===== config.mk =====
export PLATFORM = sky130hd
export DESIGN_NAME = conv2d_row_pe
export DESIGN_NICKNAME = d
export VERILOG_FILES = /design/src/conv2d_row_pe.sv
export VERILOG_INCLUDE_DIRS = /design/src /design/src/src
export SDC_FILE = /design/constraint.sdc
export NUM_CORES = 2
export LEC_CHECK = 0
export BUFFER_PORTS_ARGS = -buffer_cell sky130_fd_sc_hd__buf_4
export CAP_MARGIN = 20
export CORE_ASPECT_RATIO = 1.75
export CORE_MARGIN = 10
export CORE_UTILIZATION = 50
export DETAILED_ROUTE_END_ITERATION = 10
export PLACE_DENSITY = 0.75
export SETUP_SLACK_MARGIN = 0.1
export SYNTH_ARGS = -nofsm -noshare
export SYNTH_HDL_FRONTEND = slang
export SYNTH_SLANG_ARGS = --single-unit

===== constraint.sdc =====
create_clock -name clk -period 15.4 [get_ports clk]
set_clock_uncertainty 0.2 [all_clocks]
set_input_delay 3.08 -clock clk [delete_from_list [all_inputs] [get_ports clk]]
set_output_delay 3.08 -clock clk [all_outputs]
set_load 0.03 [all_outputs]

===== src/conv2d_macros.svh =====
`ifndef CONV2D_MACROS_SVH
`define CONV2D_MACROS_SVH

`define CONV_DWIDTH 32
`define CONV_AWIDTH 32

// kernel side, also the number of row PEs
`define CONV_WT_DIM 3

`define CONV_IO_LOGDEPTH 10
// two map rows of lag at the largest map
`define CONV_ROW_LOGDEPTH 7
`define CONV_MAX_FM_DIM 32

`endif

===== src/conv2d_row_pe.sv =====
`timescale 1ns/1ps
`include "conv2d_macros.svh"

module conv2d_row_pe #(
    parameter int ROW = 0
) (
    input  logic                    clk,
    input  logic                    write_counter_rst,
    input  logic [31:0]             cfg_fm_dim,
    input  logic [`CONV_DWIDTH-1:0] pe_weight_data,
    input  logic                    pe_weight_valid,
    input  logic [`CONV_DWIDTH-1:0] pe_fm_data,
    input  logic                    pe_fm_valid,
    output logic [`CONV_DWIDTH-1:0] pe_out_data,
    output logic                    pe_out_valid
);
    localparam int K = `CONV_WT_DIM;

    logic [`CONV_DWIDTH-1:0] weights [K];
    logic [`CONV_DWIDTH-1:0] taps [K];
    logic [$clog2(K)-1:0]    wt_col;
    logic [$clog2(K)-1:0]    wt_row;
    logic [31:0]             px_col;
    logic [31:0]             px_row;
    logic [31:0]             pad_last;
    logic                    col_ok;
    logic                    row_ok;

    assign pad_last = cfg_fm_dim + 32'd1;

    // kernel comes row-major, every PE sees all of it
    always_ff @(posedge clk) begin
        if (write_counter_rst) begin
            wt_col <= '0;
            wt_row <= '0;
        end else if (pe_weight_valid) begin
            if (wt_col == K - 1) begin
                wt_col <= '0;
                wt_row <= (wt_row == K - 1) ? '0 : wt_row + 1'b1;
            end else begin
                wt_col <= wt_col + 1'b1;
            end
        end
    end

    always_ff @(posedge clk) begin
        if (pe_weight_valid && wt_row == ROW) begin
            weights[wt_col] <= pe_weight_data;
        end
    end

    // taps[0] holds the newest pixel
    always_ff @(posedge clk) begin
        if (pe_fm_valid) begin
            taps[0] <= pe_fm_data;
            for (int k = 1; k < K; k++) begin
                taps[k] <= taps[k-1];
            end
        end
    end

    // position of the incoming pixel in the padded map
    assign col_ok = px_col >= K - 1;
    assign row_ok = (px_row >= ROW) && (px_row < ROW + cfg_fm_dim);

    always_ff @(posedge clk) begin
        if (write_counter_rst) begin
            px_col       <= '0;
            px_row       <= '0;
            pe_out_valid <= 1'b0;
        end else begin
            pe_out_valid <= pe_fm_valid && col_ok && row_ok;
            if (pe_fm_valid) begin
                if (px_col == pad_last) begin
                    px_col <= '0;
                    px_row <= (px_row == pad_last) ? '0 : px_row + 32'd1;
                end else begin
                    px_col <= px_col + 32'd1;
                end
            end
        end
    end

    always_comb begin
        pe_out_data = '0;
        for (int k = 0; k < K; k++) begin
            pe_out_data = pe_out_data + weights[k] * taps[K-1-k];
        end
    end

endmodule


==> metrics.csv <==
metric,value,unit
ys_warn_count,0,
synth_cell_types,65,
crit_arrival,10480,ps
required,12120,ps
place_congestion,1.05,
die_h,478,um
cts_tree,done,
vias_per_cell,5.69,
grt_pass1_vias,50000,
core-area,120000,um2
ys_seq_area_frac,0.119,
synthToLayoutAreaGrowth,5.73,%
drt_pass1_iterations,8,
syn_nets,8098,
fin_cells,7754,
mappedNetlistArea,60100,um2
crit_top_cell,fa_1,
overflow,0,
period_share,0.894,
finalWirelength,216000,um
synth_top_family_by_area,adder cells,
worstSetupEndpointType,primary output,
antenna_found_initial,20,
critPathMaxStageDelay,860,ps
layout_common_cells,"inv_1, fa_1, and2_1, nand2_1, ha_1",
hold_class,register to register,
async_flop_share,0,
grt_use_total,0.328,
relSlewSlack,0.217,
initial_core_util,0.502,
critPathLaunchType,register,
cap_viol_max_count,0,
dieArea,135000,um2
met3_usage,0.0782,
ctsHoldBuffers,0,
synth-edff-count,192,
hold_path_depth,0,
rsz0062_at_grt,false,
clk_path_buf_depth,3,
insertion_delay,650,ps
whs,272,ps
avgSynthCellArea,9.61,um2
grt_first_pass_wirelength,318000,um
ys.flop_type,edfxtp_1,
outcome,finished clean,
tightest_slew,1170,ps
synth-seq-cells,261,
criticalPathCategory,register to primary output,
fin_util,0.531,
final_nets,8048,
top_usage_layer,met2,
cp_slowest_cell,edfxtp_1,
achievable-frequency,0.0727,GHz
synth_xor_area_frac,0.0558,
drive_gt1_frac,0.0463,
tns,0,ps
hpwl,175000,um
post_cts_buffers,0,
route.detailed.drc,0,
path_clk_slew,80,ps
layout_commonest_cell,inv_1,
period_minus_slack,13760,ps
ant_nets,0,
routedWlPerCell,27.8,um
grt_max_degree,65,
maxSlewViolCount,0,
htree_levels,1,
clock-sinks,261,
reg2reg_depth,9,
gr-usage-met1,0.313,
cts_root_buffer,clkbuf_16,
drt-initial-drc-count,3288,
io_pins,133,
ctsResizeCount,0,
synthAdderAreaFrac,0.532,
syn_inst,6247,
numPortBuffers,132,
worst-path-max-fanout,19,
die_x,282,um
grtUsageMet2,0.565,
synth_compound_area_frac,0.0152,
synthMuxAreaShare,0.000375,
via_count,44100,
numCtsBuffers,29,
synthSimpleGateAreaFrac,0.167,
setup_viol,0,
num_rows,168,
hold_violations,0,
place_inst,7695,
## final timing paths
kind | startpoint | to | slack, ps
max | weights[2][13] | pe_out_data[31] | 1640
min | taps[0][37] | taps[0][69] | 270
max reg2reg | px_col[28] | px_row[31] | 10790
min reg2reg | taps[0][37] | taps[0][69] | 270
## through the flow
step	setup slack, ps	area (um2)
3_3_place_gp	2510	62500
4_1_cts	1740	63500
6_report	1640	63500
5_1_grt	1160	63500
3_5_place_dp	2390	62500
2_1_floorplan	3220	60100
## per-layer routing
layer,part of all wire,up-vias
met5,0.00056,-
met2,0.50,2443
met3,0.084,1079
met1,0.29,22500
met4,0.12,16
li1,-,18100
## logic make-up (layout without fill, tap and decap cells)
family	count (synthesis)	count (layout)
AND/OR/NAND/NOR	1961	1961
buffers and inverters	1777	1750
adder cells (fa/ha/maj)	1751	1751
XOR/XNOR	359	359
flip-flops	261	261
AO/OA/AOI/OAI	136	136
multiplexers	2	2
other	0	4
## cell usage after synthesis (3+ instances only)
master     instances  area [um2]
or4_1              3        22.5
nor2_1           100         375
o31ai_1            4        30.0
a211oi_1           6        45.0
a21oi_1           36         180
nor4_1            35         219
nand3_1           41         205
nor3b_1            3        22.5
and3_1            19         119
o211ai_1           3        22.5
xnor2_1          273        2390
edfxtp_1         192        5770
o21bai_1           9        67.6
fa_1            1336       26700
nand2_1          815        3060
xnor3_1           15         338
or2_2              7        43.8
a21o_1            16         120
clkbuf_1         291        1090
and4_1            10        87.6
dfxtp_1           69        1380
o21a_1            10        75.1
o2111ai_1          3        26.3
nor4_4             3        63.8
inv_1           1481        5560
and2_1           827        5170
ha_1             415        5190
nand2b_1           8        50.1
nor2b_1            4        25.0
a2111oi_0          5        43.8
nand4_1           34         213
o21ai_0           22         110
nor3_1            37         185
xor2_1            71         622
or3_1              6        37.5
## sequential cells by signal (all words and copies together), names as in the netlist
signal        cells
taps             96
weights          96
px_col           32
px_row           32
wt_col            2
wt_row            2
pe_out_valid      1
## layout make-up
cell class	instances	area, um2
sequential	261	7150
timing repair buffer	215	1630
clock inverter	18	181
multi-input combinational	4209	46300
clock buffer	36	803
fill	10600	56100
tap	1530	1910
antenna	4	10.0
inverter	1481	5560
## worst max-delay path, delay by kind of cell (launching register included)
family,cells,cell delay [ps]
buffers and inverters,7,520
XOR/XNOR,1,170
flip-flops,1,860
adder cells (fa/ha/maj),12,5890
AND/OR/NAND/NOR,1,400
AO/OA/AOI/OAI,7,2000
Power is not shown: default switching activity piles up to over one toggle a cycle in this logic, so the estimate is an artifact.
