==> src/conv2d_macros.svh <==
`ifndef CONV2D_MACROS_SVH
`define CONV2D_MACROS_SVH

`define CONV_DWIDTH 32
`define CONV_AWIDTH 32

// kernel side, also the number of row PEs
`define CONV_WT_DIM 3

`define CONV_IO_LOGDEPTH 10
// two map rows of lag at the largest map
`define CONV_ROW_LOGDEPTH 7
`define CONV_MAX_FM_DIM 32

`endif
==> src/conv2d_pkg.sv <==
package conv2d_pkg;

    typedef enum logic [2:0] {
        ST_IDLE    = 3'd0,
        ST_LOAD_WT = 3'd1,
        ST_LOAD_FM = 3'd2,
        // last sums still on their way to the output queue
        ST_DRAIN   = 3'd3,
        ST_STORE   = 3'd4
    } conv_state_e;

endpackage

==> src/conv2d_cfg_regs.sv <==
`timescale 1ns/1ps
`include "conv2d_macros.svh"

module conv2d_cfg_regs (
    input  logic                    clk,
    input  logic                    write_counter_rst,
    input  logic                    start,
    input  conv2d_pkg::conv_state_e state,
    input  logic [31:0]             fm_dim,
    input  logic [`CONV_AWIDTH-1:0] wt_offset,
    input  logic [`CONV_AWIDTH-1:0] ifm_offset,
    input  logic [`CONV_AWIDTH-1:0] ofm_offset,
    output logic [31:0]             cfg_fm_dim,
    output logic [`CONV_AWIDTH-1:0] cfg_wt_offset,
    output logic [`CONV_AWIDTH-1:0] cfg_ifm_offset,
    output logic [`CONV_AWIDTH-1:0] cfg_ofm_offset,
    output logic [31:0]             cfg_fm_area,
    output logic [31:0]             cfg_pad_last
);
    import conv2d_pkg::*;

    logic job_start;

    assign job_start = start && (state == ST_IDLE);

    // settings frozen for the whole job
    always_ff @(posedge clk) begin
        if (write_counter_rst) begin
            cfg_fm_dim     <= '0;
            cfg_wt_offset  <= '0;
            cfg_ifm_offset <= '0;
            cfg_ofm_offset <= '0;
            cfg_fm_area    <= '0;
            cfg_pad_last   <= '0;
        end else if (job_start) begin
            cfg_fm_dim     <= fm_dim;
            cfg_wt_offset  <= wt_offset;
            cfg_ifm_offset <= ifm_offset;
            cfg_ofm_offset <= ofm_offset;
            cfg_fm_area    <= fm_dim * fm_dim;
            // index of the right and bottom halo
            cfg_pad_last   <= fm_dim + 32'd1;
        end
    end

    a_fm_dim_range: assert property (@(posedge clk) disable iff (write_counter_rst)
        job_start |-> (fm_dim >= 32'd1) && (fm_dim <= `CONV_MAX_FM_DIM));

endmodule

==> config.mk <==
export PLATFORM = sky130hd
export DESIGN_NAME = conv2d_cfg_regs
export DESIGN_NICKNAME = d
export VERILOG_FILES = /design/src/conv2d_pkg.sv /design/src/conv2d_cfg_regs.sv
export VERILOG_INCLUDE_DIRS = /design/src /design/src/src
export SDC_FILE = /design/constraint.sdc
export NUM_CORES = 1
export LEC_CHECK = 0
export CORE_MARGIN = 1.5
export CORE_UTILIZATION = 35
export CTS_CLUSTER_DIAMETER = 60
export DETAILED_ROUTE_END_ITERATION = 10
export DONT_BUFFER_PORTS = 1
export GPL_TIMING_DRIVEN = 0
export RECOVER_POWER = 25
export SYNTH_ARGS = -nofsm -noshare
export SYNTH_HDL_FRONTEND = slang
export SYNTH_SLANG_ARGS = --single-unit
==> constraint.sdc <==
create_clock -name clk -period 9.1 [get_ports clk]
set_clock_uncertainty 0.05 [all_clocks]
set_input_delay 1.82 -clock clk [delete_from_list [all_inputs] [get_ports clk]]
set_output_delay 1.82 -clock clk [all_outputs]
set_load 0.05 [all_outputs]
==> impl_metrics.env <==
export IMPL_status="completed"
export IMPL_vias=16039
export IMPL_yosysWarnings=0
export IMPL_worst_slew_pin_slew_ns=1.11
export IMPL_drcViolationCount=0
export IMPL_layout_common_cells="inv_1 (450), nand2_1 (403), fa_1 (364)"
export IMPL_grt_pass1_wl_mm=106
export IMPL_drt_total_wl_mm=70.5
export IMPL_ys_ff_latch=190
export IMPL_worstPathRequired_ns=9.48
export IMPL_dp_hpwl_mm=57.9
export IMPL_nNetsFinal=2966
export IMPL_path_max_fanout=10
export IMPL_min_period_over_period=0.976
export IMPL_die_h_um=245
export IMPL_syn_area_sq_um=20500
export IMPL_dp_cells=3080
export IMPL_start_kind="primary input"
export IMPL_cts_setup_buffers=0
export IMPL_grt_start_max_net_pins=23
export IMPL_clkLatencyLatePin_ns=0.50
export IMPL_hold_violations=0
export IMPL_die_width_um=245
export IMPL_rr_worst_depth=2
export IMPL_antenna_left=0
export IMPL_maxSlewHeadroom=0.262
export IMPL_tritoncts="yes"
export IMPL_clk_transition_reported_paths_ns=0.10
export IMPL_area_growth_pct=8.07
export IMPL_max_cap_viol_count=0
export IMPL_die_area_sq_um=60100
export IMPL_netlist_instances=2315
export IMPL_track_usage=0.241
export IMPL_antenna_found_initial=6
export IMPL_ys_types=65
export IMPL_avgSynthCellArea_sq_um=8.86
export IMPL_rows=88
export IMPL_final_common_cell="inv_1"
export IMPL_cts_buffers=17
export IMPL_timing_fmax_ghz=0.113
export IMPL_hold_end="cfg_fm_dim[19]"
export IMPL_fin_crit_ns=8.88
export IMPL_insertedDiodeCount=0
export IMPL_final_cells=3112
export IMPL_wire_per_inst_um=22.6
export IMPL_arrival_ns=9.27
export IMPL_slew_violations=0
export IMPL_criticalPathCategory="in -> reg"
export IMPL_syn_nets=2947
export IMPL_finalWeightedCongestion=0.930
export IMPL_clock_sinks=190
export IMPL_portBuffers=0
export IMPL_boundaryPins=326
export IMPL_drtPass1Iterations=8
export IMPL_cts_buffer_depth=2
export IMPL_synth_top_cell_by_area="fa_1"
export IMPL_reg2reg_slack_ns=7.71
export IMPL_cts_root_buf="clkbuf_16"
export IMPL_overflow=0
export IMPL_grt_pass1_vias=17034
export IMPL_avgViaCountPerCell=5.15
export IMPL_drt_initial_drc_count=1159
export IMPL_ctsHoldBuffers=0
export IMPL_hp_start="cfg_fm_dim[19]"
export IMPL_synth_top_cells_by_area="fa_1 (36%), dfxtp_1 (19%), inv_1 (8.2%)"
export IMPL_core_area_sq_um=57800
export IMPL_worstReg2RegEnd="cfg_fm_area[31]"
export IMPL_endpoint_kind="register"
export IMPL_holdPathStages=2
export IMPL_synth_ff_type="dfxtp_1"
export IMPL_setup_violations_final=0
export IMPL_reg2reg_from="cfg_fm_area[31]"
export IMPL_drive_gt1_frac=0.0383
export IMPL_async_reset_ff_frac=0
export IMPL_ys_seq_area_frac=0.185
export IMPL_synth_top_area_frac=0.355
export IMPL_synth_edf_count=0
export IMPL_start_util=0.355
export IMPL_cts_htree_levels=4
export IMPL_hold_path_class="reg -> reg"
[registers in the layout, summed over array words and instances (netlist names)]
register        cells
cfg_fm_area        30
cfg_fm_dim         32
cfg_pad_last       32
cfg_wt_offset      32
cfg_ifm_offset     32
cfg_ofm_offset     32
[worst max path at each step]
stage | startpoint | endpoint | depth (start not counted)
CTS | fm_dim[14] | cfg_fm_area[30] | 26
global route | fm_dim[4] | cfg_fm_area[30] | 23
finish | fm_dim[1] | cfg_fm_area[30] | 24
global placement | fm_dim[7] | cfg_fm_area[30] | 26
floorplan | fm_dim[4] | cfg_fm_area[30] | 28
detailed placement | fm_dim[7] | cfg_fm_area[30] | 26
[Yosys cell counts (all sizes together), types with 9 or more instances]
master,count
nor3,11
ha,134
a21oi,168
nand3,30
clkbuf,118
a211oi,36
nor2,69
o21ai,21
a21o,15
a31oi,9
fa,364
nand2,403
xnor2,45
dfxtp,190
and3,10
or3,10
and2,127
xor2,27
inv,450
[layer usage]
| metal | wire (um) | GRT usage | vias up |
|---|---|---|---|
| met3 | 6940 | 0.0722 | 147 |
| met2 | 32600 | 0.384 | 738 |
| met5 | 0 | 0 | - |
| met4 | 2680 | 0.0919 | 0 |
| met1 | 28300 | 0.307 | 8042 |
| li1 | - | - | 7112 |
[final cells by class]
class                   count  area (sq um)
fillers                  5848         35600
multi-input cells        1552         14500
flip-flops and latches    190          3800
inverters                 450          1690
well taps                 765           957
plain buffers             123           559
clock buffers              17           425
clock inverters            15           225
[kinds of logic (layout without fill, tap and decap cells)]
family / Yosys count / count (layout) / share of synthesized area
simple gates: 694 / 694 / 0.154
other cells: 1 / 1 / 0.000183
buf+inv: 573 / 605 / 0.107
mux: 1 / 1 / 0.000488
flops: 190 / 190 / 0.185
xor+xnor: 72 / 72 / 0.0307
fa+ha+maj: 498 / 498 / 0.437
compound gates: 286 / 286 / 0.0852
[worst max-delay path, cell delays in order]
cell,delay (ns)
clkdlybuf4s15_1,0.63
buf_1,0.67
and2_1,0.27
fa_1,0.42
inv_1,0.09
fa_1,0.46
fa_1,0.55
inv_1,0.05
fa_1,0.49
inv_1,0.06
fa_1,0.52
inv_1,0.05
fa_1,0.44
fa_1,0.49
ha_1,0.28
clkbuf_1,0.20
a21o_1,0.21
a21o_1,0.17
a211oi_1,0.23
o21bai_1,0.17
a2111oi_4,0.39
nor3_2,0.10
or3_1,0.38
o211ai_1,0.10
[what timing repair did]
| action | CTS | global route |
|---|---|---|
| setup endpoints to repair | 13 | 11 |
| resized for setup | 15 | 43 |
| pin swaps | 0 | 0 |
[metrics by stage]
step	instance area, sq um	TNS [ns]	hold WS (ns)	utilization	setup slack, ns
2_1_floorplan	20500	0	0.621	-	0.391
3_3_place_gp	21500	-10.86	0.641	0.372	-0.964
3_5_place_dp	21500	-11.40	0.645	0.372	-1.00
4_1_cts	22100	0	0.656	0.383	0.0208
5_1_grt	22200	-0.00310	0.672	0.384	-0.00310
6_report	22200	0	0.659	0.384	0.217
Power is left out: the tool's default activity adds up to more than one toggle a clock period on the data nets, which glitch-free logic cannot reach.
