<file path="src/conv2d_macros.svh">
`ifndef CONV2D_MACROS_SVH
`define CONV2D_MACROS_SVH

`define CONV_DWIDTH 32
`define CONV_AWIDTH 32

// kernel side, also the number of row PEs
`define CONV_WT_DIM 3

`define CONV_IO_LOGDEPTH 10
// two map rows of lag at the largest map
`define CONV_ROW_LOGDEPTH 7
`define CONV_MAX_FM_DIM 32

`endif
</file>
<file path="src/conv2d_fifo.sv">
`timescale 1ns/1ps

module conv2d_fifo #(
    parameter int WIDTH    = 32,
    parameter int LOGDEPTH = 4
) (
    input  logic             clk,
    input  logic             write_counter_rst,
    input  logic             enq_valid,
    input  logic [WIDTH-1:0] enq_data,
    output logic             enq_ready,
    output logic             deq_valid,
    output logic [WIDTH-1:0] deq_data,
    input  logic             deq_ready
);
    localparam int DEPTH = 1 << LOGDEPTH;

    logic [WIDTH-1:0]    mem [DEPTH];
    logic [LOGDEPTH-1:0] wr_ptr;
    logic [LOGDEPTH-1:0] rd_ptr;
    logic [LOGDEPTH:0]   count;
    logic                enq_fire;
    logic                deq_fire;

    assign enq_ready = (count != (LOGDEPTH+1)'(DEPTH));
    assign deq_valid = (count != '0);
    assign deq_data  = mem[rd_ptr];
    assign enq_fire  = enq_valid && enq_ready;
    assign deq_fire  = deq_valid && deq_ready;

    always_ff @(posedge clk) begin
        if (enq_fire) begin
            mem[wr_ptr] <= enq_data;
        end
    end

    // pointers wrap on their own at the power-of-two depth
    always_ff @(posedge clk) begin
        if (write_counter_rst) begin
            wr_ptr <= '0;
            rd_ptr <= '0;
            count  <= '0;
        end else begin
            if (enq_fire) begin
                wr_ptr <= wr_ptr + 1'b1;
            end
            if (deq_fire) begin
                rd_ptr <= rd_ptr + 1'b1;
            end
            count <= count + enq_fire - deq_fire;
        end
    end

    // a word offered while full must wait, row PEs cannot, so this catches overflow
    a_no_enq_when_full: assert property (@(posedge clk) disable iff (write_counter_rst)
        enq_valid && !enq_ready |=> enq_valid && $stable(enq_data));

endmodule

</file>
<file path="config.mk">
export PLATFORM = sky130hd
export DESIGN_NAME = conv2d_fifo
export DESIGN_NICKNAME = d
export VERILOG_FILES = /design/src/conv2d_macros.svh /design/src/conv2d_fifo.sv
export SDC_FILE = /design/constraint.sdc
export NUM_CORES = 1
export LEC_CHECK = 0
export ABC_AREA = 1
export BUFFER_PORTS_ARGS = -buffer_cell sky130_fd_sc_hd__buf_2
export CORE_ASPECT_RATIO = 1.2
export CORE_UTILIZATION = 28
export CTS_BUF_LIST = sky130_fd_sc_hd__clkbuf_8
export CTS_CLUSTER_SIZE = 28
export DETAILED_ROUTE_END_ITERATION = 10
export GPL_TIMING_DRIVEN = 0
export PLACE_DENSITY = 0.46
export SYNTH_ARGS = -nofsm -noshare
export SYNTH_HDL_FRONTEND = slang
export SYNTH_SLANG_ARGS = --single-unit
export TNS_END_PERCENT = 100
</file>
<file path="constraint.sdc">
create_clock -name clk -period 8.2 [get_ports clk]
set_clock_uncertainty 0.05 [all_clocks]
set_input_delay 1.64 -clock clk [delete_from_list [all_inputs] [get_ports clk]]
set_output_delay 1.64 -clock clk [all_outputs]
set_load 0.01 [all_outputs]
</file>
==> results.toml, run 1 <==
[global_route]
grt_pass1_wl_um = 105000
grt_usage_pct = 17.5
grt_overflow = 0
antenna_found_initial = 1
grt_max_degree = 21
grt_pass1_vias = 15600

[clock_tree]
cts_setup_buffers = 0
clk_latency_ns = 0.68
clk_pin_slew_ns = 0.06
clock_path_buffers = 3
htree_levels = 3
hold_buffers = 0
cts_sinks = 529
cts_tree = "built"
cts_buffers = 91
root_buffer = "clkbuf_8"
cts_resized = 0

[yosys]
syn_area_per_cell_um2 = 10.4
synth-seq-area-share_pct = 68.6
synth_cell_types = 20
synth_nets = 2244
synth_cells = 2196
yosys.area.top_type = "edfxtp_1"
synth_area_um2 = 22900
yosys.area.top_type_share_pct = 67.1
synth_area_leaders = "edfxtp_1 (67%), nand2_1 (11%), nand3_1 (8.5%)"
synth-seq-cells = 529
yosysWarnings = 0

[floorplanning]
die_w_um = 263
io_pins = 70
core_area_um2 = 80700
num_rows = 114
die_y_um = 315
initial_core_util_pct = 28.4
die_area_um2 = 83000

[finish]
final_util_pct = 33.0
syn2layout_area_growth_pct = 16.1
final_cell_mix = "nand2_1 (698), edfxtp_1 (512), inv_1 (439)"
final_common_cell = "nand2_1"
drive_above_1_share_pct = 12.1
num-nets-final = 2422

[placed_design]
globalplace.congestion = 0.789
place_hpwl_um = 46600
place.port_buffers = 69

[setup_path]
rr_startpoint = "count[3]$_SDFF_PP0_"
ff2ff_setup_slack_ns = 5.43
crit_path_start_kind = "flip-flop"
cp_data_arrival_time_ns = 3.02
rr_worst_depth = 8
crit_fanout = 10
r2r_end = "mem[6][11]$_DFFE_PP_"
path_class = "reg -> out"
required_ns = 6.51
end_kind = "output pin"

[routing]
routed-via-count = 15700
drtIter0Drc = 1213
drtAntennaViolNets = 0
drc = 0
viasPerCell = 4.50
routed_wl_um = 72300
drt_pass1_iterations = 7
routedWlPerCell_um = 20.8

[power]
p_clk_share_pct = 30.1
seq_power_share_pct = 43.0
ir_drop_mv = 0.176
p_leak_nw = 11.3
swShare_pct = 34.3
combPwrFrac_pct = 26.9
power_switching_w = 0.00247
internal_power_w = 0.00473
pwr_density_cell_nw_per_um2 = 271

[timing]
max_freq_ghz = 0.212
period_share_pct = 57.5
fin_crit_ns = 4.71
max-slew-margin-rel_pct = 25.1
rsz0062_at_grt = "no"
worstMarginPinSlew_ns = 1.12
drv_slew = 0
hold_viol = 0
fin_tns_setup_ns = 0
setup_violations = 0

[hold_path]
hold_depth = 2
whs_endpoint = "rd_ptr[2]$_SDFFE_PP0N_"
hp-class = "reg -> reg"
hold_start = "rd_ptr[2]$_SDFFE_PP0N_"

[flow_run]
drv_cap = 0

[status]
status = "complete, no violations"
## critical path: stages (launching register included)
cell	delay [ns]
dfxtp_1	0.30
clkbuf_1	0.36
inv_1	0.34
clkbuf_1	0.69
nand3_1	0.30
nand2_1	0.20
buf_2	0.15
## synthesized netlist by cell type
| library cell | count |
|---|---|
| a21oi_1 | 5 |
| buf_1 | 16 |
| buf_12 | 1 |
| buf_2 | 51 |
| buf_4 | 1 |
| buf_6 | 30 |
| clkbuf_1 | 6 |
| dfxtp_1 | 17 |
| edfxtp_1 | 512 |
| fa_1 | 1 |
| ha_1 | 11 |
| inv_1 | 410 |
| inv_2 | 1 |
| inv_4 | 1 |
| nand2_1 | 698 |
| nand3_1 | 388 |
| nand4_1 | 3 |
| nor2_1 | 37 |
| o21ai_0 | 4 |
| xor2_1 | 3 |
## state kept, by name, summed over array words and instances (netlist names), named ones only
signal,flops
count,5
rd_ptr,4
mem,512
wr_ptr,4
## power by group through the flow
stage,Clock (W),Combinational (W),Sequential (W)
6_report,0.00217,0.00193,0.00310
5_1_grt,0.00235,0.00211,0.00311
4_1_cts,0.00223,0.00196,0.00310
3_5_place_dp,0,0.00195,0.00316
3_3_place_gp,0,0.00191,0.00316
2_1_floorplan,0,0.00110,0.00315
## per-stage QoR
step | std cells | hold WS, ns | setup slack (ns) | power [W] | area, µm²
after detailed placement | 3325 | 0.455 | 4.19 | 0.00511 | 25000
after CTS | 3482 | 0.468 | 3.42 | 0.00728 | 26600
after global routing | 3483 | 0.495 | 3.41 | 0.00757 | 26600
final | 3483 | 0.459 | 3.49 | 0.00720 | 26600
after floorplan | 2196 | 0.421 | 4.38 | 0.00425 | 22900
after global placement | 3309 | 0.450 | 2.14 | 0.00507 | 24600
## worst max-delay path by stage
stage | slack [ns] | depth (start not counted) | start | to
after global placement | 2.14 | 5 | enq_valid | mem[1][17]$_DFFE_PP_
after global routing | 3.41 | 6 | flip-flop | deq_data[7]
final | 3.49 | 6 | flip-flop | deq_data[7]
after detailed placement | 4.19 | 6 | flip-flop | deq_data[7]
after CTS | 3.42 | 6 | flip-flop | deq_data[7]
after floorplan | 4.38 | 4 | enq_valid | mem[0][0]$_DFFE_PP_
## metal layers
layer  vias to the layer above  global-route usage (%)  wire (µm)
li1                       7439                       -          -
met1                      7687                    22.1      31200
met2                       453                    30.3      35600
met3                       106                    2.97       3840
met4                         0                    5.64       1690
met5                         -                       0          0
## area by class of cell
type                    count  area [µm²]
well taps                1044        1310
diodes                      1        2.50
inverters                 412        1550
clock inverters            62         289
fillers                  8187       54100
clock buffers              95        1310
repair buffers             85         666
plain buffers             105         703
flip-flops and latches    529       15700
multi-input cells        1150        5070
## cells by family (layout without fill, tap and decap cells)
family                   Yosys count  in the layout  synth area share (%)
buffers and inverters            517            759                  9.83
XOR/XNOR                           3              3                 0.115
other                              0              1                     0
AND/OR/NAND/NOR                 1126           1126                  20.6
flip-flops                       529            529                  68.6
AO/OA/AOI/OAI                      9              9                 0.197
adder cells (fa/ha/maj)           12             12                 0.688
(Power assumes the default switching activity.)
==> run 2: changes to the inputs <==
--- a/config.mk
+++ b/config.mk
@@ -13,7 +13,7 @@
 export CTS_CLUSTER_SIZE = 28
 export DETAILED_ROUTE_END_ITERATION = 10
 export GPL_TIMING_DRIVEN = 0
-export PLACE_DENSITY = 0.46
+export PLACE_DENSITY = 0.48
 export SYNTH_ARGS = -nofsm -noshare
 export SYNTH_HDL_FRONTEND = slang
 export SYNTH_SLANG_ARGS = --single-unit
==> constraint.sdc (replaced) <==
create_clock -name clk -period 4 [get_ports clk]
set_clock_uncertainty 0.05 [all_clocks]
set_input_delay 0.8 -clock clk [delete_from_list [all_inputs] [get_ports clk]]
set_output_delay 0.8 -clock clk [all_outputs]
set_load 0.01 [all_outputs]
==> run 2 against run 1 <==
Against the previous run:
- the flow now finishes with violations (design-rule violations)
- critical path type unchanged
- combinational power grew 100%
- global-route usage about the same
- largest cell class unchanged
- critical path depth up 1
- critical endpoint unchanged
==> results.toml, run 2 (same netlist as run 1, synthesis figures left out) <==
[floorplanning]
core_area_um2 = 80700
die_area_um2 = 83000
initial_core_util_pct = 28.4
die_w_um = 263
num_rows = 114
die_y_um = 315
io_pins = 70

[routing]
drc = 2
routed-via-count = 15700
drtAntennaViolNets = 0
viasPerCell = 4.50
routed_wl_um = 72100
drtIter0Drc = 1192
drt_pass1_iterations = 8
routedWlPerCell_um = 20.7

[setup_path]
path_class = "reg -> out"
required_ns = 3.15
crit_path_start_kind = "flip-flop"
end_kind = "output pin"
crit_fanout = 10
cp_data_arrival_time_ns = 2.93

[global_route]
grt_overflow = 0
grt_pass1_wl_um = 104000
grt_pass1_vias = 15300
grt_max_degree = 22
antenna_found_initial = 3
grt_usage_pct = 17.5

[power]
pwr_density_cell_nw_per_um2 = 557
power_w = 0.0148
ir_drop_mv = 0.258
p_leak_nw = 11.3

[clock_tree]
clock_path_buffers = 3
cts_tree = "built"
root_buffer = "clkbuf_8"
cts_resized = 0
cts_sinks = 529
clk_latency_ns = 0.68
htree_levels = 3
cts_setup_buffers = 0
hold_buffers = 0
cts_buffers = 86
clk_pin_slew_ns = 0.06

[finish]
largest_register_ffs = 512
fillers = 8164
syn2layout_area_growth_pct = 16.3
final_common_cell = "nand2_1"
final_cell_mix = "nand2_1 (698), edfxtp_1 (512), inv_1 (436)"
top_regs = "mem: 512 flops, count: 5 flops"
multi_input_area_um2 = 5070
seqCellArea_um2 = 15700
regMostFlops = "mem"
final_util_pct = 33.0
drive_above_1_share_pct = 12.2
num-nets-final = 2417

[timing]
drv_slew = 0
layout_setup_ws_ns = 0.223
fin_crit_ns = 3.78
period_share_pct = 94.4
max_freq_ghz = 0.265
hold_viol = 0
setup_violations = 0
max-slew-margin-rel_pct = 20.0
worstMarginPinSlew_ns = 1.20
rsz0062_at_grt = "no"

[placed_design]
place_hpwl_um = 46900
pre_cts_ws_ns = 0.900
globalplace.congestion = 0.784
place.port_buffers = 69

[hold_path]
hp-class = "in -> reg"

[flow_run]
drv_cap = 0

[status]
violations = "design-rule violations"
status = "finished, violations left"
## run 2: where the power goes
part	internal, W	switching, W	total, W
combinational	0.00116	0.00278	0.00394
clock	0.00235	0.00220	0.00455
sequential	0.00628	0.0000712	0.00636
total	0.00979	0.00505	0.0148
## run 2: path summary, 6_finish.rpt
path,endpoint,cells past startpoint,startpoint,slack [ns]
hold reg to reg,flip-flop,4,rd_ptr[3]$_SDFFE_PP0N_,0.48
hold / removal,count[0]$_SDFF_PP0_,2,write_counter_rst,0.34
setup reg to reg,mem[3][7]$_DFFE_PP_,8,count[2]$_SDFF_PP0_,1.21
setup / recovery,deq_data[7],7,flip-flop,0.22
## run 2: per-stage QoR
| step | hold WS, ns | area (µm²) | instances | setup TNS [ns] |
|---|---|---|---|---|
| floorplan | 0.421 | 22900 | 2196 | 0 |
| global placement | 0.466 | 24600 | 3309 | -511.93 |
| detailed placement | 0.470 | 25000 | 3325 | 0 |
| CTS | 0.293 | 26600 | 3480 | 0 |
| global route | 0.334 | 26600 | 3481 | 0 |
| finish | 0.342 | 26600 | 3482 | 0 |
## run 2: cell type report
type,count,area share (%)
sequential,529,59.0
multi-input combinational,1150,19.0
inverter,412,5.81
tap,1044,4.90
clock buffer,94,4.85
buffer,105,2.64
timing repair buffer,85,2.53
clock inverter,61,1.26
antenna,2,0.0188
## run 2: per-layer routing
metal / track usage [%] / vias up / share of wire (%)
met4: 6.14 / 2 / 2.8
met5: 0 / - / 0.022
met1: 21.3 / 7638 / 41
li1: - / 7436 / -
met3: 2.53 / 124 / 5.0
met2: 31.4 / 472 / 51
## run 2: worst max-delay path: stages, from the launching register on
cell and delay [ns]:
dfxtp_1 0.47, buf_2 0.25, clkbuf_1 0.73, nand2_1 0.12
nand3_1 0.13, nand3_1 0.19, nand2_1 0.20, buf_2 0.15
