==> config.mk <==
export PLATFORM = sky130hd
export DESIGN_NAME = conv2d_ctrl
export DESIGN_NICKNAME = d
export VERILOG_FILES = /design/src/conv2d_pkg.sv /design/src/conv2d_ctrl.sv
export VERILOG_INCLUDE_DIRS = /design/src /design/src/src
export SDC_FILE = /design/constraint.sdc
export NUM_CORES = 1
export LEC_CHECK = 0
export BUFFER_PORTS_ARGS = -buffer_cell sky130_fd_sc_hd__buf_4
export CORE_AREA = 2 2 221 223
export DETAILED_ROUTE_END_ITERATION = 7
export DIE_AREA = 0 0 223 225
export PLACE_DENSITY = 0.52
export SYNTH_ARGS = -nofsm -noshare
export SYNTH_HDL_FRONTEND = slang
export SYNTH_SLANG_ARGS = --single-unit
==> constraint.sdc <==
create_clock -name clk -period 8.88 [get_ports clk]
set_clock_uncertainty 0.05 [all_clocks]
set_input_delay 0.444 -clock clk [delete_from_list [all_inputs] [get_ports clk]]
set_output_delay 0.444 -clock clk [all_outputs]
set_load 0.05 [all_outputs]
==> src/conv2d_macros.svh <==
`ifndef CONV2D_MACROS_SVH
`define CONV2D_MACROS_SVH

`define CONV_DWIDTH 32
`define CONV_AWIDTH 32

// kernel side, also the number of row PEs
`define CONV_WT_DIM 3

`define CONV_IO_LOGDEPTH 10
// two map rows of lag at the largest map
`define CONV_ROW_LOGDEPTH 7
`define CONV_MAX_FM_DIM 32

`endif
==> src/conv2d_pkg.sv <==
package conv2d_pkg;

    typedef enum logic [2:0] {
        ST_IDLE    = 3'd0,
        ST_LOAD_WT = 3'd1,
        ST_LOAD_FM = 3'd2,
        // last sums still on their way to the output queue
        ST_DRAIN   = 3'd3,
        ST_STORE   = 3'd4
    } conv_state_e;

endpackage

==> src/conv2d_ctrl.sv <==
`timescale 1ns/1ps
`include "conv2d_macros.svh"

module conv2d_ctrl (
    input  logic                                      clk,
    input  logic                                      write_counter_rst,
    input  logic                                      start,
    input  logic [31:0]                               cfg_fm_dim,
    input  logic [`CONV_AWIDTH-1:0]                   cfg_wt_offset,
    input  logic [`CONV_AWIDTH-1:0]                   cfg_ifm_offset,
    input  logic [`CONV_AWIDTH-1:0]                   cfg_ofm_offset,
    input  logic [31:0]                               cfg_fm_area,
    input  logic [31:0]                               cfg_pad_last,
    output conv2d_pkg::conv_state_e                   state,
    output logic                                      idle,
    output logic [`CONV_AWIDTH-1:0]                   req_read_addr,
    output logic                                      req_read_addr_valid,
    input  logic                                      req_read_addr_ready,
    output logic [31:0]                               req_read_len,
    output logic [`CONV_AWIDTH-1:0]                   req_write_addr,
    output logic                                      req_write_addr_valid,
    input  logic                                      req_write_addr_ready,
    output logic [31:0]                               req_write_len,
    input  logic                                      resp_write_status,
    input  logic                                      resp_write_status_valid,
    output logic                                      resp_write_status_ready,
    input  logic [`CONV_DWIDTH-1:0]                   in_deq_data,
    input  logic                                      in_deq_valid,
    output logic                                      in_deq_ready,
    output logic [`CONV_DWIDTH-1:0]                   pe_weight_data,
    output logic                                      pe_weight_valid,
    output logic [`CONV_DWIDTH-1:0]                   pe_fm_data,
    output logic                                      pe_fm_valid,
    input  logic [`CONV_WT_DIM-1:0][`CONV_DWIDTH-1:0] row_deq_data,
    input  logic [`CONV_WT_DIM-1:0]                   row_deq_valid,
    output logic [`CONV_WT_DIM-1:0]                   row_deq_ready,
    output logic [`CONV_DWIDTH-1:0]                   out_enq_data,
    output logic                                      out_enq_valid,
    input  logic                                      out_enq_ready
);
    import conv2d_pkg::*;

    localparam int KSIZE = `CONV_WT_DIM * `CONV_WT_DIM;

    logic [$clog2(KSIZE)-1:0] wt_cnt;
    logic [31:0]              x_cnt;
    logic [31:0]              y_cnt;
    logic [31:0]              wr_cnt;
    logic                     wt_fire;
    logic                     wt_last;
    logic                     halo;
    logic                     fm_step;
    logic                     last_px;
    logic                     all_written;
    logic                     sum_fire;
    logic                     resp_fire;

    assign idle        = (state == ST_IDLE);
    assign wt_fire     = (state == ST_LOAD_WT) && in_deq_valid;
    assign wt_last     = wt_fire && (wt_cnt == KSIZE - 1);
    // halo pixels are made here, never read
    assign halo        = (x_cnt == '0) || (y_cnt == '0) ||
                         (x_cnt > cfg_fm_dim) || (y_cnt > cfg_fm_dim);
    assign last_px     = (x_cnt == cfg_pad_last) && (y_cnt == cfg_pad_last);
    assign fm_step     = (state == ST_LOAD_FM) && (halo || in_deq_valid);
    assign all_written = (state == ST_DRAIN) && (wr_cnt == cfg_fm_area);
    assign resp_fire   = resp_write_status_valid && resp_write_status_ready;

    always_ff @(posedge clk) begin
        if (write_counter_rst) begin
            state <= ST_IDLE;
        end else begin
            case (state)
                ST_IDLE: begin
                    if (start) begin
                        state <= ST_LOAD_WT;
                    end
                end
                ST_LOAD_WT: begin
                    if (wt_last) begin
                        state <= ST_LOAD_FM;
                    end
                end
                ST_LOAD_FM: begin
                    if (fm_step && last_px) begin
                        state <= ST_DRAIN;
                    end
                end
                ST_DRAIN: begin
                    if (all_written) begin
                        state <= ST_STORE;
                    end
                end
                ST_STORE: begin
                    if (resp_fire) begin
                        state <= ST_IDLE;
                    end
                end
                default: state <= ST_IDLE;
            endcase
        end
    end

    // counters for kernel words, padded x/y and written sums
    always_ff @(posedge clk) begin
        if (write_counter_rst) begin
            wt_cnt <= '0;
            x_cnt  <= '0;
            y_cnt  <= '0;
            wr_cnt <= '0;
        end else begin
            if (wt_fire) begin
                wt_cnt <= wt_last ? '0 : wt_cnt + 1'b1;
            end
            if (fm_step) begin
                if (x_cnt == cfg_pad_last) begin
                    x_cnt <= '0;
                    y_cnt <= (y_cnt == cfg_pad_last) ? '0 : y_cnt + 32'd1;
                end else begin
                    x_cnt <= x_cnt + 32'd1;
                end
            end
            if (state == ST_IDLE) begin
                wr_cnt <= '0;
            end else if (sum_fire) begin
                wr_cnt <= wr_cnt + 32'd1;
            end
        end
    end

    always_ff @(posedge clk) begin
        if (write_counter_rst) begin
            req_read_addr_valid  <= 1'b0;
            req_write_addr_valid <= 1'b0;
        end else begin
            if ((idle && start) || wt_last) begin
                req_read_addr_valid <= 1'b1;
            end else if (req_read_addr_ready) begin
                req_read_addr_valid <= 1'b0;
            end
            if (all_written) begin
                req_write_addr_valid <= 1'b1;
            end else if (req_write_addr_ready) begin
                req_write_addr_valid <= 1'b0;
            end
        end
    end

    assign req_read_addr  = (state == ST_LOAD_WT) ? cfg_wt_offset : cfg_ifm_offset;
    assign req_read_len   = (state == ST_LOAD_WT) ? 32'(KSIZE) : cfg_fm_area;
    assign req_write_addr = cfg_ofm_offset;
    assign req_write_len  = cfg_fm_area;
    assign resp_write_status_ready = (state == ST_STORE) && !req_write_addr_valid;

    assign in_deq_ready    = (state == ST_LOAD_WT) || ((state == ST_LOAD_FM) && !halo);
    assign pe_weight_data  = in_deq_data;
    assign pe_weight_valid = wt_fire;
    assign pe_fm_data      = halo ? '0 : in_deq_data;
    assign pe_fm_valid     = fm_step;

    // row heads line up, so pop them together
    assign out_enq_valid = &row_deq_valid;
    assign sum_fire      = out_enq_valid && out_enq_ready;
    assign row_deq_ready = {`CONV_WT_DIM{sum_fire}};

    always_comb begin
        out_enq_data = '0;
        for (int r = 0; r < `CONV_WT_DIM; r++) begin
            out_enq_data = out_enq_data + row_deq_data[r];
        end
    end

    a_rd_addr_hold: assert property (@(posedge clk) disable iff (write_counter_rst)
        req_read_addr_valid && !req_read_addr_ready
        |=> req_read_addr_valid && $stable(req_read_addr));

    a_wr_addr_hold: assert property (@(posedge clk) disable iff (write_counter_rst)
        req_write_addr_valid && !req_write_addr_ready |=> req_write_addr_valid);

    // memory reports a good burst with status high
    a_wr_resp_ok: assert property (@(posedge clk) disable iff (write_counter_rst)
        resp_fire |-> resp_write_status);

endmodule

==> metrics.json, run 1 <==
{
  "run_status": "complete, no violations",
  "dpl.cell_count": 2422,
  "first_iter_violations": 608,
  "setup.worst_path.end_class": "primary output",
  "synth_area_per_cell_um2": 8.05,
  "grt_first_pass_wirelength_um": 68200,
  "netlist_instances": 1463,
  "synth_nets": 1928,
  "report.final.slew_viol_count": 0,
  "h_tree_lvl_count": 3,
  "cts_tree": "yes",
  "combinational_family_with_the_most_area_after_synthesis": "simple AND/OR/NAND/NOR gates",
  "num_io_pins": 570,
  "detail_route.first_pass.iterations": 5,
  "period_share": 0.521,
  "muxShareOfSynthArea": 0.0340,
  "post-cts-setup-buffers": 0,
  "cts_inserted_buffers": 9,
  "r2r_slack_ns": 4.72,
  "highest_clock_frequency_the_design_can_meet_ghz": 0.216,
  "detail-route-antenna-nets": 0,
  "yosys-top-cells-area": "sky130_fd_sc_hd__dfxtp_1 (18%), sky130_fd_sc_hd__ha_1 (11%), sky130_fd_sc_hd__xor2_1 (8.8%)",
  "power.total_mw": 2.02,
  "portBuffers": 504,
  "arrival_ns": 4.13,
  "clock-sinks": 105,
  "cellLeakagePower_nw": 6.90,
  "routed_wl_um": 46700,
  "synth-compound-area-share": 0.149,
  "actual_slew_at_the_worst_max_slew_pin_ns": 1.16,
  "postCtsHoldBufs": 0,
  "timing.setup.critical_path_class": "flip-flop to primary output",
  "synth_area_leader_cell": "sky130_fd_sc_hd__dfxtp_1",
  "worst_setup_hold_path_clk_slew_ns": 0.07,
  "grt_setup_unrepaired": "no",
  "synth_xor_area_frac": 0.114,
  "worstHoldEndpoint": "req_read_addr_valid",
  "timing.hold.worst_path_depth": 3,
  "rows": 80,
  "initial_utilization": 0.248,
  "worst_r2r_path_depth": 10,
  "clkLatencyLatePin_ns": 0.38,
  "postSynthRegisterBits": 105,
  "seq_total_area_yosys": 0.178,
  "grt_max_degree": 128,
  "crit_path_start_kind": "flip-flop",
  "die_h_um": 225,
  "synthSimpleGateAreaFrac": 0.248,
  "avgViaCountPerCell": 4.97,
  "diodes": 0,
  "n_fill_cell": 5000,
  "vdd.ir_drop.worst_mv": 0.0871,
  "layout-drive-gt1-share": 0.331,
  "grt_util_all_layers": 0.177,
  "final_core_utilization": 0.329,
  "die_w_um": 223,
  "syn2layout_area_growth_pct": 32.8,
  "routed_wire_length_per_instance_um": 19.2,
  "design.die.area_mm2": 0.0502,
  "rr_startpoint": "y_cnt[29]",
  "ys_types": 59,
  "instances_no_fill": 2438,
  "dpl.hpwl_um": 38900,
  "multi_input_comb_area_mm2": 0.00838,
  "critical_path_fanout_max": 127,
  "fin_setup_tns_ns": 0,
  "place.gp.congestion": 0.907,
  "timing.hold.worst.class": "input port to flip-flop",
  "num_vias": 12100,
  "adder_cell_share_of_the_synthesized_area": 0.162,
  "grt_overflow": 0,
  "cp_data_required_time_ns": 8.39,
  "fp.coreArea_mm2": 0.0475,
  "finish_stage_setup_viols": 0,
  "power.density_cell_area_mw_per_mm2": 129,
  "dp_worst_setup_slack_ns": 4.48,
  "final-seq-area_mm2": 0.00210,
  "cts-root-to-sink-buffers": 2,
  "async_reset_ff_frac": 0,
  "fin_nets": 2283,
  "drc": 0,
  "r2r-end": "x_cnt[30]",
  "synth_enable_flop_cells": 0,
  "commonest_register_cell_after_synthesis": "sky130_fd_sc_hd__dfxtp_1",
  "slew_headroom": 0.229,
  "synth_top_cell_area_share": 0.178,
  "post_cts_resize_count": 0,
  "finalHoldViolCount": 0,
  "summed_instance_area_of_the_synthesized_netlist_mm2": 0.0118,
  "yosysWarnings": 0,
  "synth_most_common_cell": "sky130_fd_sc_hd__xor2_1",
  "hp-start": "start",
  "min_period_ns": 4.62,
  "cts_root_buffer": "sky130_fd_sc_hd__clkbuf_16",
  "vias_in_the_first_global_route": 11700,
  "netlist_top_cells_count": "sky130_fd_sc_hd__xor2_1 (119), sky130_fd_sc_hd__dfxtp_1 (105), sky130_fd_sc_hd__ha_1 (101), sky130_fd_sc_hd__buf_4 (100), sky130_fd_sc_hd__a21oi_1 (87)",
  "grt_antenna_before_repair": 1,
  "cap_violations": 0,
  "layout_setup_ws_ns": 4.26
}
## worst max-delay path, stage by stage (launching register included)
cell                       delay (ns)
sky130_fd_sc_hd__dfxtp_1         0.43
sky130_fd_sc_hd__ha_1            0.36
sky130_fd_sc_hd__nand4_1         0.21
sky130_fd_sc_hd__or4_1           0.67
sky130_fd_sc_hd__or3_1           0.38
sky130_fd_sc_hd__a221oi_2        0.35
sky130_fd_sc_hd__o21a_4          0.17
sky130_fd_sc_hd__buf_4           0.85
sky130_fd_sc_hd__nor2_1          0.08
sky130_fd_sc_hd__buf_4           0.23
## worst max path at each step
stage / from / endpoint / slack (ns) / depth (start not counted)
final: y_cnt[29] / pe_fm_valid / 4.26 / 9
after floorplan: row_deq_data[1] / out_enq_data[31] / 4.71 / 12
after detailed placement: row_deq_data[1] / out_enq_data[31] / 4.48 / 14
after CTS: y_cnt[28] / pe_fm_valid / 4.28 / 9
after global placement: row_deq_data[2] / out_enq_data[30] / 4.47 / 12
after global routing: y_cnt[29] / pe_fm_valid / 4.06 / 9
## flip-flops by register name (all words and copies together) (netlist names)
signal and count:
req_read_addr_valid 1, x_cnt 32, state 3, req_write_addr_valid 1, y_cnt 32, wt_cnt 4, wr_cnt 32
## stage by stage
stage	cell area, um2	hold slack (ns)
floorplan	11800	0.432
global placement	15300	0.440
detailed placement	15300	0.455
CTS	15700	0.259
global route	15700	0.275
finish	15700	0.291
## cell usage in the layout, fill, tap and decap left out, types with 6 or more instances in the layout
cell	netlist	layout
sky130_fd_sc_hd__buf_4	100	510
sky130_fd_sc_hd__nor4_1	44	44
sky130_fd_sc_hd__ha_1	101	101
sky130_fd_sc_hd__and3_1	18	18
sky130_fd_sc_hd__a21oi_1	87	87
sky130_fd_sc_hd__xnor2_1	35	35
sky130_fd_sc_hd__or4_1	49	49
sky130_fd_sc_hd__fa_1	32	32
sky130_fd_sc_hd__nand2_1	85	85
sky130_fd_sc_hd__o21ai_0	47	47
sky130_fd_sc_hd__clkbuf_16	0	9
sky130_fd_sc_hd__nand3_1	41	41
sky130_fd_sc_hd__or2_2	6	6
sky130_fd_sc_hd__xor2_1	119	119
sky130_fd_sc_hd__nand4_1	48	48
sky130_fd_sc_hd__a21o_1	9	9
sky130_fd_sc_hd__nand2b_1	11	11
sky130_fd_sc_hd__a211oi_1	6	6
sky130_fd_sc_hd__dfxtp_1	105	105
sky130_fd_sc_hd__o21a_1	8	7
sky130_fd_sc_hd__nor3_1	27	27
sky130_fd_sc_hd__o31ai_1	47	46
sky130_fd_sc_hd__inv_1	69	69
sky130_fd_sc_hd__nor2_1	81	81
sky130_fd_sc_hd__a21oi_2	30	30
sky130_fd_sc_hd__mux2_2	32	32
sky130_fd_sc_hd__or3_1	22	22
sky130_fd_sc_hd__nor2b_1	39	39
sky130_fd_sc_hd__and2_1	37	37
## kinds of logic after synthesis
kind of cell,Yosys count
compound gates,271
xor+xnor,154
fa+ha+maj,133
buf+inv,235
flops,105
mux,36
simple gates,529
## layout make-up
class / instances / share of cell area
clock buffer: 12 / 0.0164
sequential: 105 / 0.134
inverter: 69 / 0.0165
tap: 615 / 0.0492
clock inverter: 4 / 0.00376
timing repair buffer: 510 / 0.245
multi-input combinational: 1123 / 0.535
## power by group
group          internal [mW]  total (mW)  leakage [nW]  switching [mW]
Combinational          0.385        1.11          5.90           0.721
Sequential             0.471       0.473         0.846         0.00160
Clock                  0.238       0.441         0.155           0.203
Total                   1.09        2.02          6.90           0.925
## metal layers
metal / vias up / global-route usage / share of wire
li1: 5854 / - / -
met1: 5740 / 0.202 / 0.39
met2: 453 / 0.327 / 0.52
met3: 64 / 0.0373 / 0.058
met4: 2 / 0.0613 / 0.031
met5: - / 0 / 0.00028
Power figures use the tool's default switching activity.
==> run 2: changes to the inputs <==
--- a/config.mk
+++ b/config.mk
@@ -10,7 +10,7 @@
 export CORE_AREA = 2 2 221 223
 export DETAILED_ROUTE_END_ITERATION = 7
 export DIE_AREA = 0 0 223 225
-export PLACE_DENSITY = 0.52
+export PLACE_DENSITY = 0.54
 export SYNTH_ARGS = -nofsm -noshare
 export SYNTH_HDL_FRONTEND = slang
 export SYNTH_SLANG_ARGS = --single-unit
==> constraint.sdc (replaced) <==
create_clock -name clk -period 3.84 [get_ports clk]
set_clock_uncertainty 0.05 [all_clocks]
set_input_delay 0.192 -clock clk [delete_from_list [all_inputs] [get_ports clk]]
set_output_delay 0.192 -clock clk [all_outputs]
set_load 0.05 [all_outputs]
==> run 2 against run 1 <==
  * Hold slack got worse by 0.26 ns
  * Sequential power increased by 130%
  * Clock power increased by 110%
  * Final cell count increased by 1.6%
  * Sequential share of layout area decreased by 0.27 points
  * Final area increased by 2.0%
  * Sequential cell count unchanged
  * Via count increased by 1.1%
  * Largest cell class unchanged
  * Highest routed layer is now met4
==> metrics.json, run 2 (synthesized netlist as in run 1, its figures left out) <==
{
  "run_status": "complete, no violations",
  "critPathMaxStageDelay": {"value": 0.50, "unit": "ns", "change": "-0.35 ns"},
  "worstPathCellList": "ha_1, a21o_1, a21o_1, a221o_1, a2111o_1, nor3_2, o21a_1, buf_12, and2_1, buf_4",
  "routed_wire_length_per_instance": {"value": 19.1, "unit": "um", "change": "about the same"},
  "vias_in_the_first_global_route": {"value": 11900, "change": "+2.2%"},
  "detail_route.first_pass.iterations": {"value": 7, "change": "+2"},
  "cts_tree": "yes",
  "fin_setup_tns": {"value": 0, "unit": "ns", "change": "unchanged"},
  "grt_setup_unrepaired": "no",
  "portBuffers": {"value": 504, "change": "unchanged"},
  "actual_slew_at_the_worst_max_slew_pin": {"value": 0.795, "unit": "ns", "change": "-0.361 ns"},
  "post_cts_resize_count": {"value": 2, "change": "+2"},
  "die_w": {"value": 223, "unit": "um", "change": "unchanged"},
  "drc": {"value": 0, "change": "unchanged"},
  "grt_overflow": {"value": 0, "change": "unchanged"},
  "fin_nets": {"value": 2320, "change": "+1.6%"},
  "clock-sinks": {"value": 105, "change": "unchanged"},
  "grt_util_all_layers": {"value": 0.181, "change": "+0.00405"},
  "crit_path_frequent_cell": "sky130_fd_sc_hd__a21o_1",
  "critical-path-slowest-cell": "sky130_fd_sc_hd__dfxtp_1",
  "design.die.area": {"value": 0.0502, "unit": "mm2", "change": "unchanged"},
  "grt_first_pass_wirelength": {"value": 70000, "unit": "um", "change": "+2.7%"},
  "initial_utilization": {"value": 0.248, "change": "unchanged"},
  "worst_setup_hold_path_clk_slew": {"value": 0.08, "unit": "ns", "change": "about the same"},
  "power.density_cell_area": {"value": 289, "unit": "mW/mm2", "change": "+120%"},
  "power.total": {"value": 4.62, "unit": "mW", "change": "+130%"},
  "dpl.hpwl": {"value": 40200, "unit": "um", "change": "+3.3%"},
  "timing.hold.worst.class": "input port to flip-flop",
  "post-cts-setup-buffers": {"value": 0, "change": "unchanged"},
  "period_share": 0.964,
  "num_io_pins": {"value": 570, "change": "unchanged"},
  "routed_wl": {"value": 47400, "unit": "um", "change": "+1.5%"},
  "critical_path_fanout_max": {"value": 34, "change": "-73%"},
  "largest_registers": "wr_cnt x32, x_cnt x32, y_cnt x32",
  "commonest_non_fill_non_tap_cell_in_the_layout": "sky130_fd_sc_hd__buf_4",
  "rows": {"value": 80, "change": "unchanged"},
  "first_iter_violations": {"value": 757, "change": "+25%"},
  "clkLatencyLatePin": {"value": 0.38, "unit": "ns", "change": "about the same"},
  "h_tree_lvl_count": {"value": 3, "change": "unchanged"},
  "detail-route-antenna-nets": {"value": 0, "change": "unchanged"},
  "setup.worst_path.end_class": "primary output",
  "finish_stage_setup_viols": {"value": 0, "change": "unchanged"},
  "final_cell_mix": "sky130_fd_sc_hd__buf_4 (544), sky130_fd_sc_hd__xor2_1 (119), sky130_fd_sc_hd__dfxtp_1 (105)",
  "dpl.cell_count": {"value": 2459, "change": "+1.5%"},
  "crit_path_start_kind": "flip-flop",
  "min_period_ns": 3.70,
  "syn2layout_area_growth_pct": 35.5,
  "postCtsHoldBufs": {"value": 0, "change": "unchanged"},
  "cp_data_required_time": {"value": 3.60, "unit": "ns", "change": "-4.79 ns"},
  "cts_inserted_buffers": {"value": 9, "change": "unchanged"},
  "cts_root_buffer": "sky130_fd_sc_hd__clkbuf_16",
  "avgViaCountPerCell": {"value": 4.95, "change": "-0.42%"},
  "holdWs": {"value": 0.0341, "unit": "ns", "change": "-0.257 ns"},
  "layout-drive-gt1-share": {"value": 0.348, "change": "+0.0171"},
  "die_h": {"value": 225, "unit": "um", "change": "unchanged"},
  "slew_headroom": {"value": 0.465, "change": "+0.235"},
  "vdd.ir_drop.worst": {"value": 0.177, "unit": "mV", "change": "+100%"},
  "arrival": {"value": 3.46, "unit": "ns", "change": "-0.67 ns"},
  "final_core_utilization": {"value": 0.336, "change": "+0.00671"},
  "highest_clock_frequency_the_design_can_meet_ghz": 0.270,
  "fp.coreArea": {"value": 0.0475, "unit": "mm2", "change": "unchanged"},
  "instances_no_fill": {"value": 2476, "change": "+1.6%"},
  "num_vias": {"value": 12300, "change": "+1.1%"},
  "timing.setup.critical_path_class": "flip-flop to primary output",
  "cellLeakagePower": {"value": 7.10, "unit": "nW", "change": "+2.9%"},
  "report.final.slew_viol_count": {"value": 0, "change": "unchanged"},
  "finalHoldViolCount": {"value": 0, "change": "unchanged"},
  "grt_max_degree": {"value": 63, "change": "-51%"},
  "place.gp.congestion": {"value": 0.945, "change": "+4.2%"},
  "grt_antenna_before_repair": {"value": 0, "change": "-1"},
  "cts-root-to-sink-buffers": {"value": 2, "change": "unchanged"},
  "cap_violations": {"value": 0, "change": "unchanged"}
}
[run 2: changes by cell type in the layout (fill, tap and decap cells not counted), sizes merged]
| cell | before | now |
|---|---|---|
| buf | 510 | 547 |
| diode | 0 | 1 |
| bufinv | 1 | 0 |
| clkbuf | 12 | 11 |
| clkinvlp | 0 | 1 |
| clkinv | 1 | 2 |
[run 2: worst paths after layout]
| path | start | endpoint | slack (ns) | depth (start not counted) |
|---|---|---|---|---|
| worst max-delay path | x_cnt[29] | pe_fm_data[31] | 0.14 | 10 |
| worst min register to register | req_write_addr_valid | req_write_addr_valid | 0.46 | 2 |
| worst max register to register | y_cnt[12] | y_cnt[6] | 0.53 | 9 |
| worst min-delay path | req_write_addr_ready | req_write_addr_valid | 0.03 | 3 |
[run 2: cell type report]
cell class | count | area (um2)
fillers | 5061 | 31600
multi-input cells | 1123 | 8410
repair buffers | 547 | 4140
flip-flops and latches | 105 | 2100
well taps | 615 | 769
inverters | 69 | 259
clock buffers | 11 | 243
clock inverters | 5 | 38.8
diodes | 1 | 2.50
[run 2: layer usage]
metal,part of all wire,global-route usage,up-vias
met4,0.018,0.0409,0
met3,0.049,0.0318,41
met5,0,0,-
li1,-,-,5921
met1,0.39,0.207,5860
met2,0.54,0.348,428
[run 2: worst max-delay path, delay by kind of cell (launching register included)]
kind	cells	cell delay (ns)
compound gates	5	1.34
fa+ha+maj	1	0.31
buf+inv	2	0.42
flops	1	0.50
simple gates	2	0.47
[run 2: report_power, final]
part           internal (mW)  switching [mW]  total [mW]
clock                  0.464           0.474       0.938
sequential              1.09         0.00367        1.09
combinational          0.908            1.68        2.59
[run 2: through the flow]
stage               instance area [um2]  worst slack, ns
detailed placement                15600          0.00244
floorplan                         11800            0.179
global route                      16000          0.00828
CTS                               15900           0.0478
finish                            16000            0.138
global placement                  15600          -0.0143
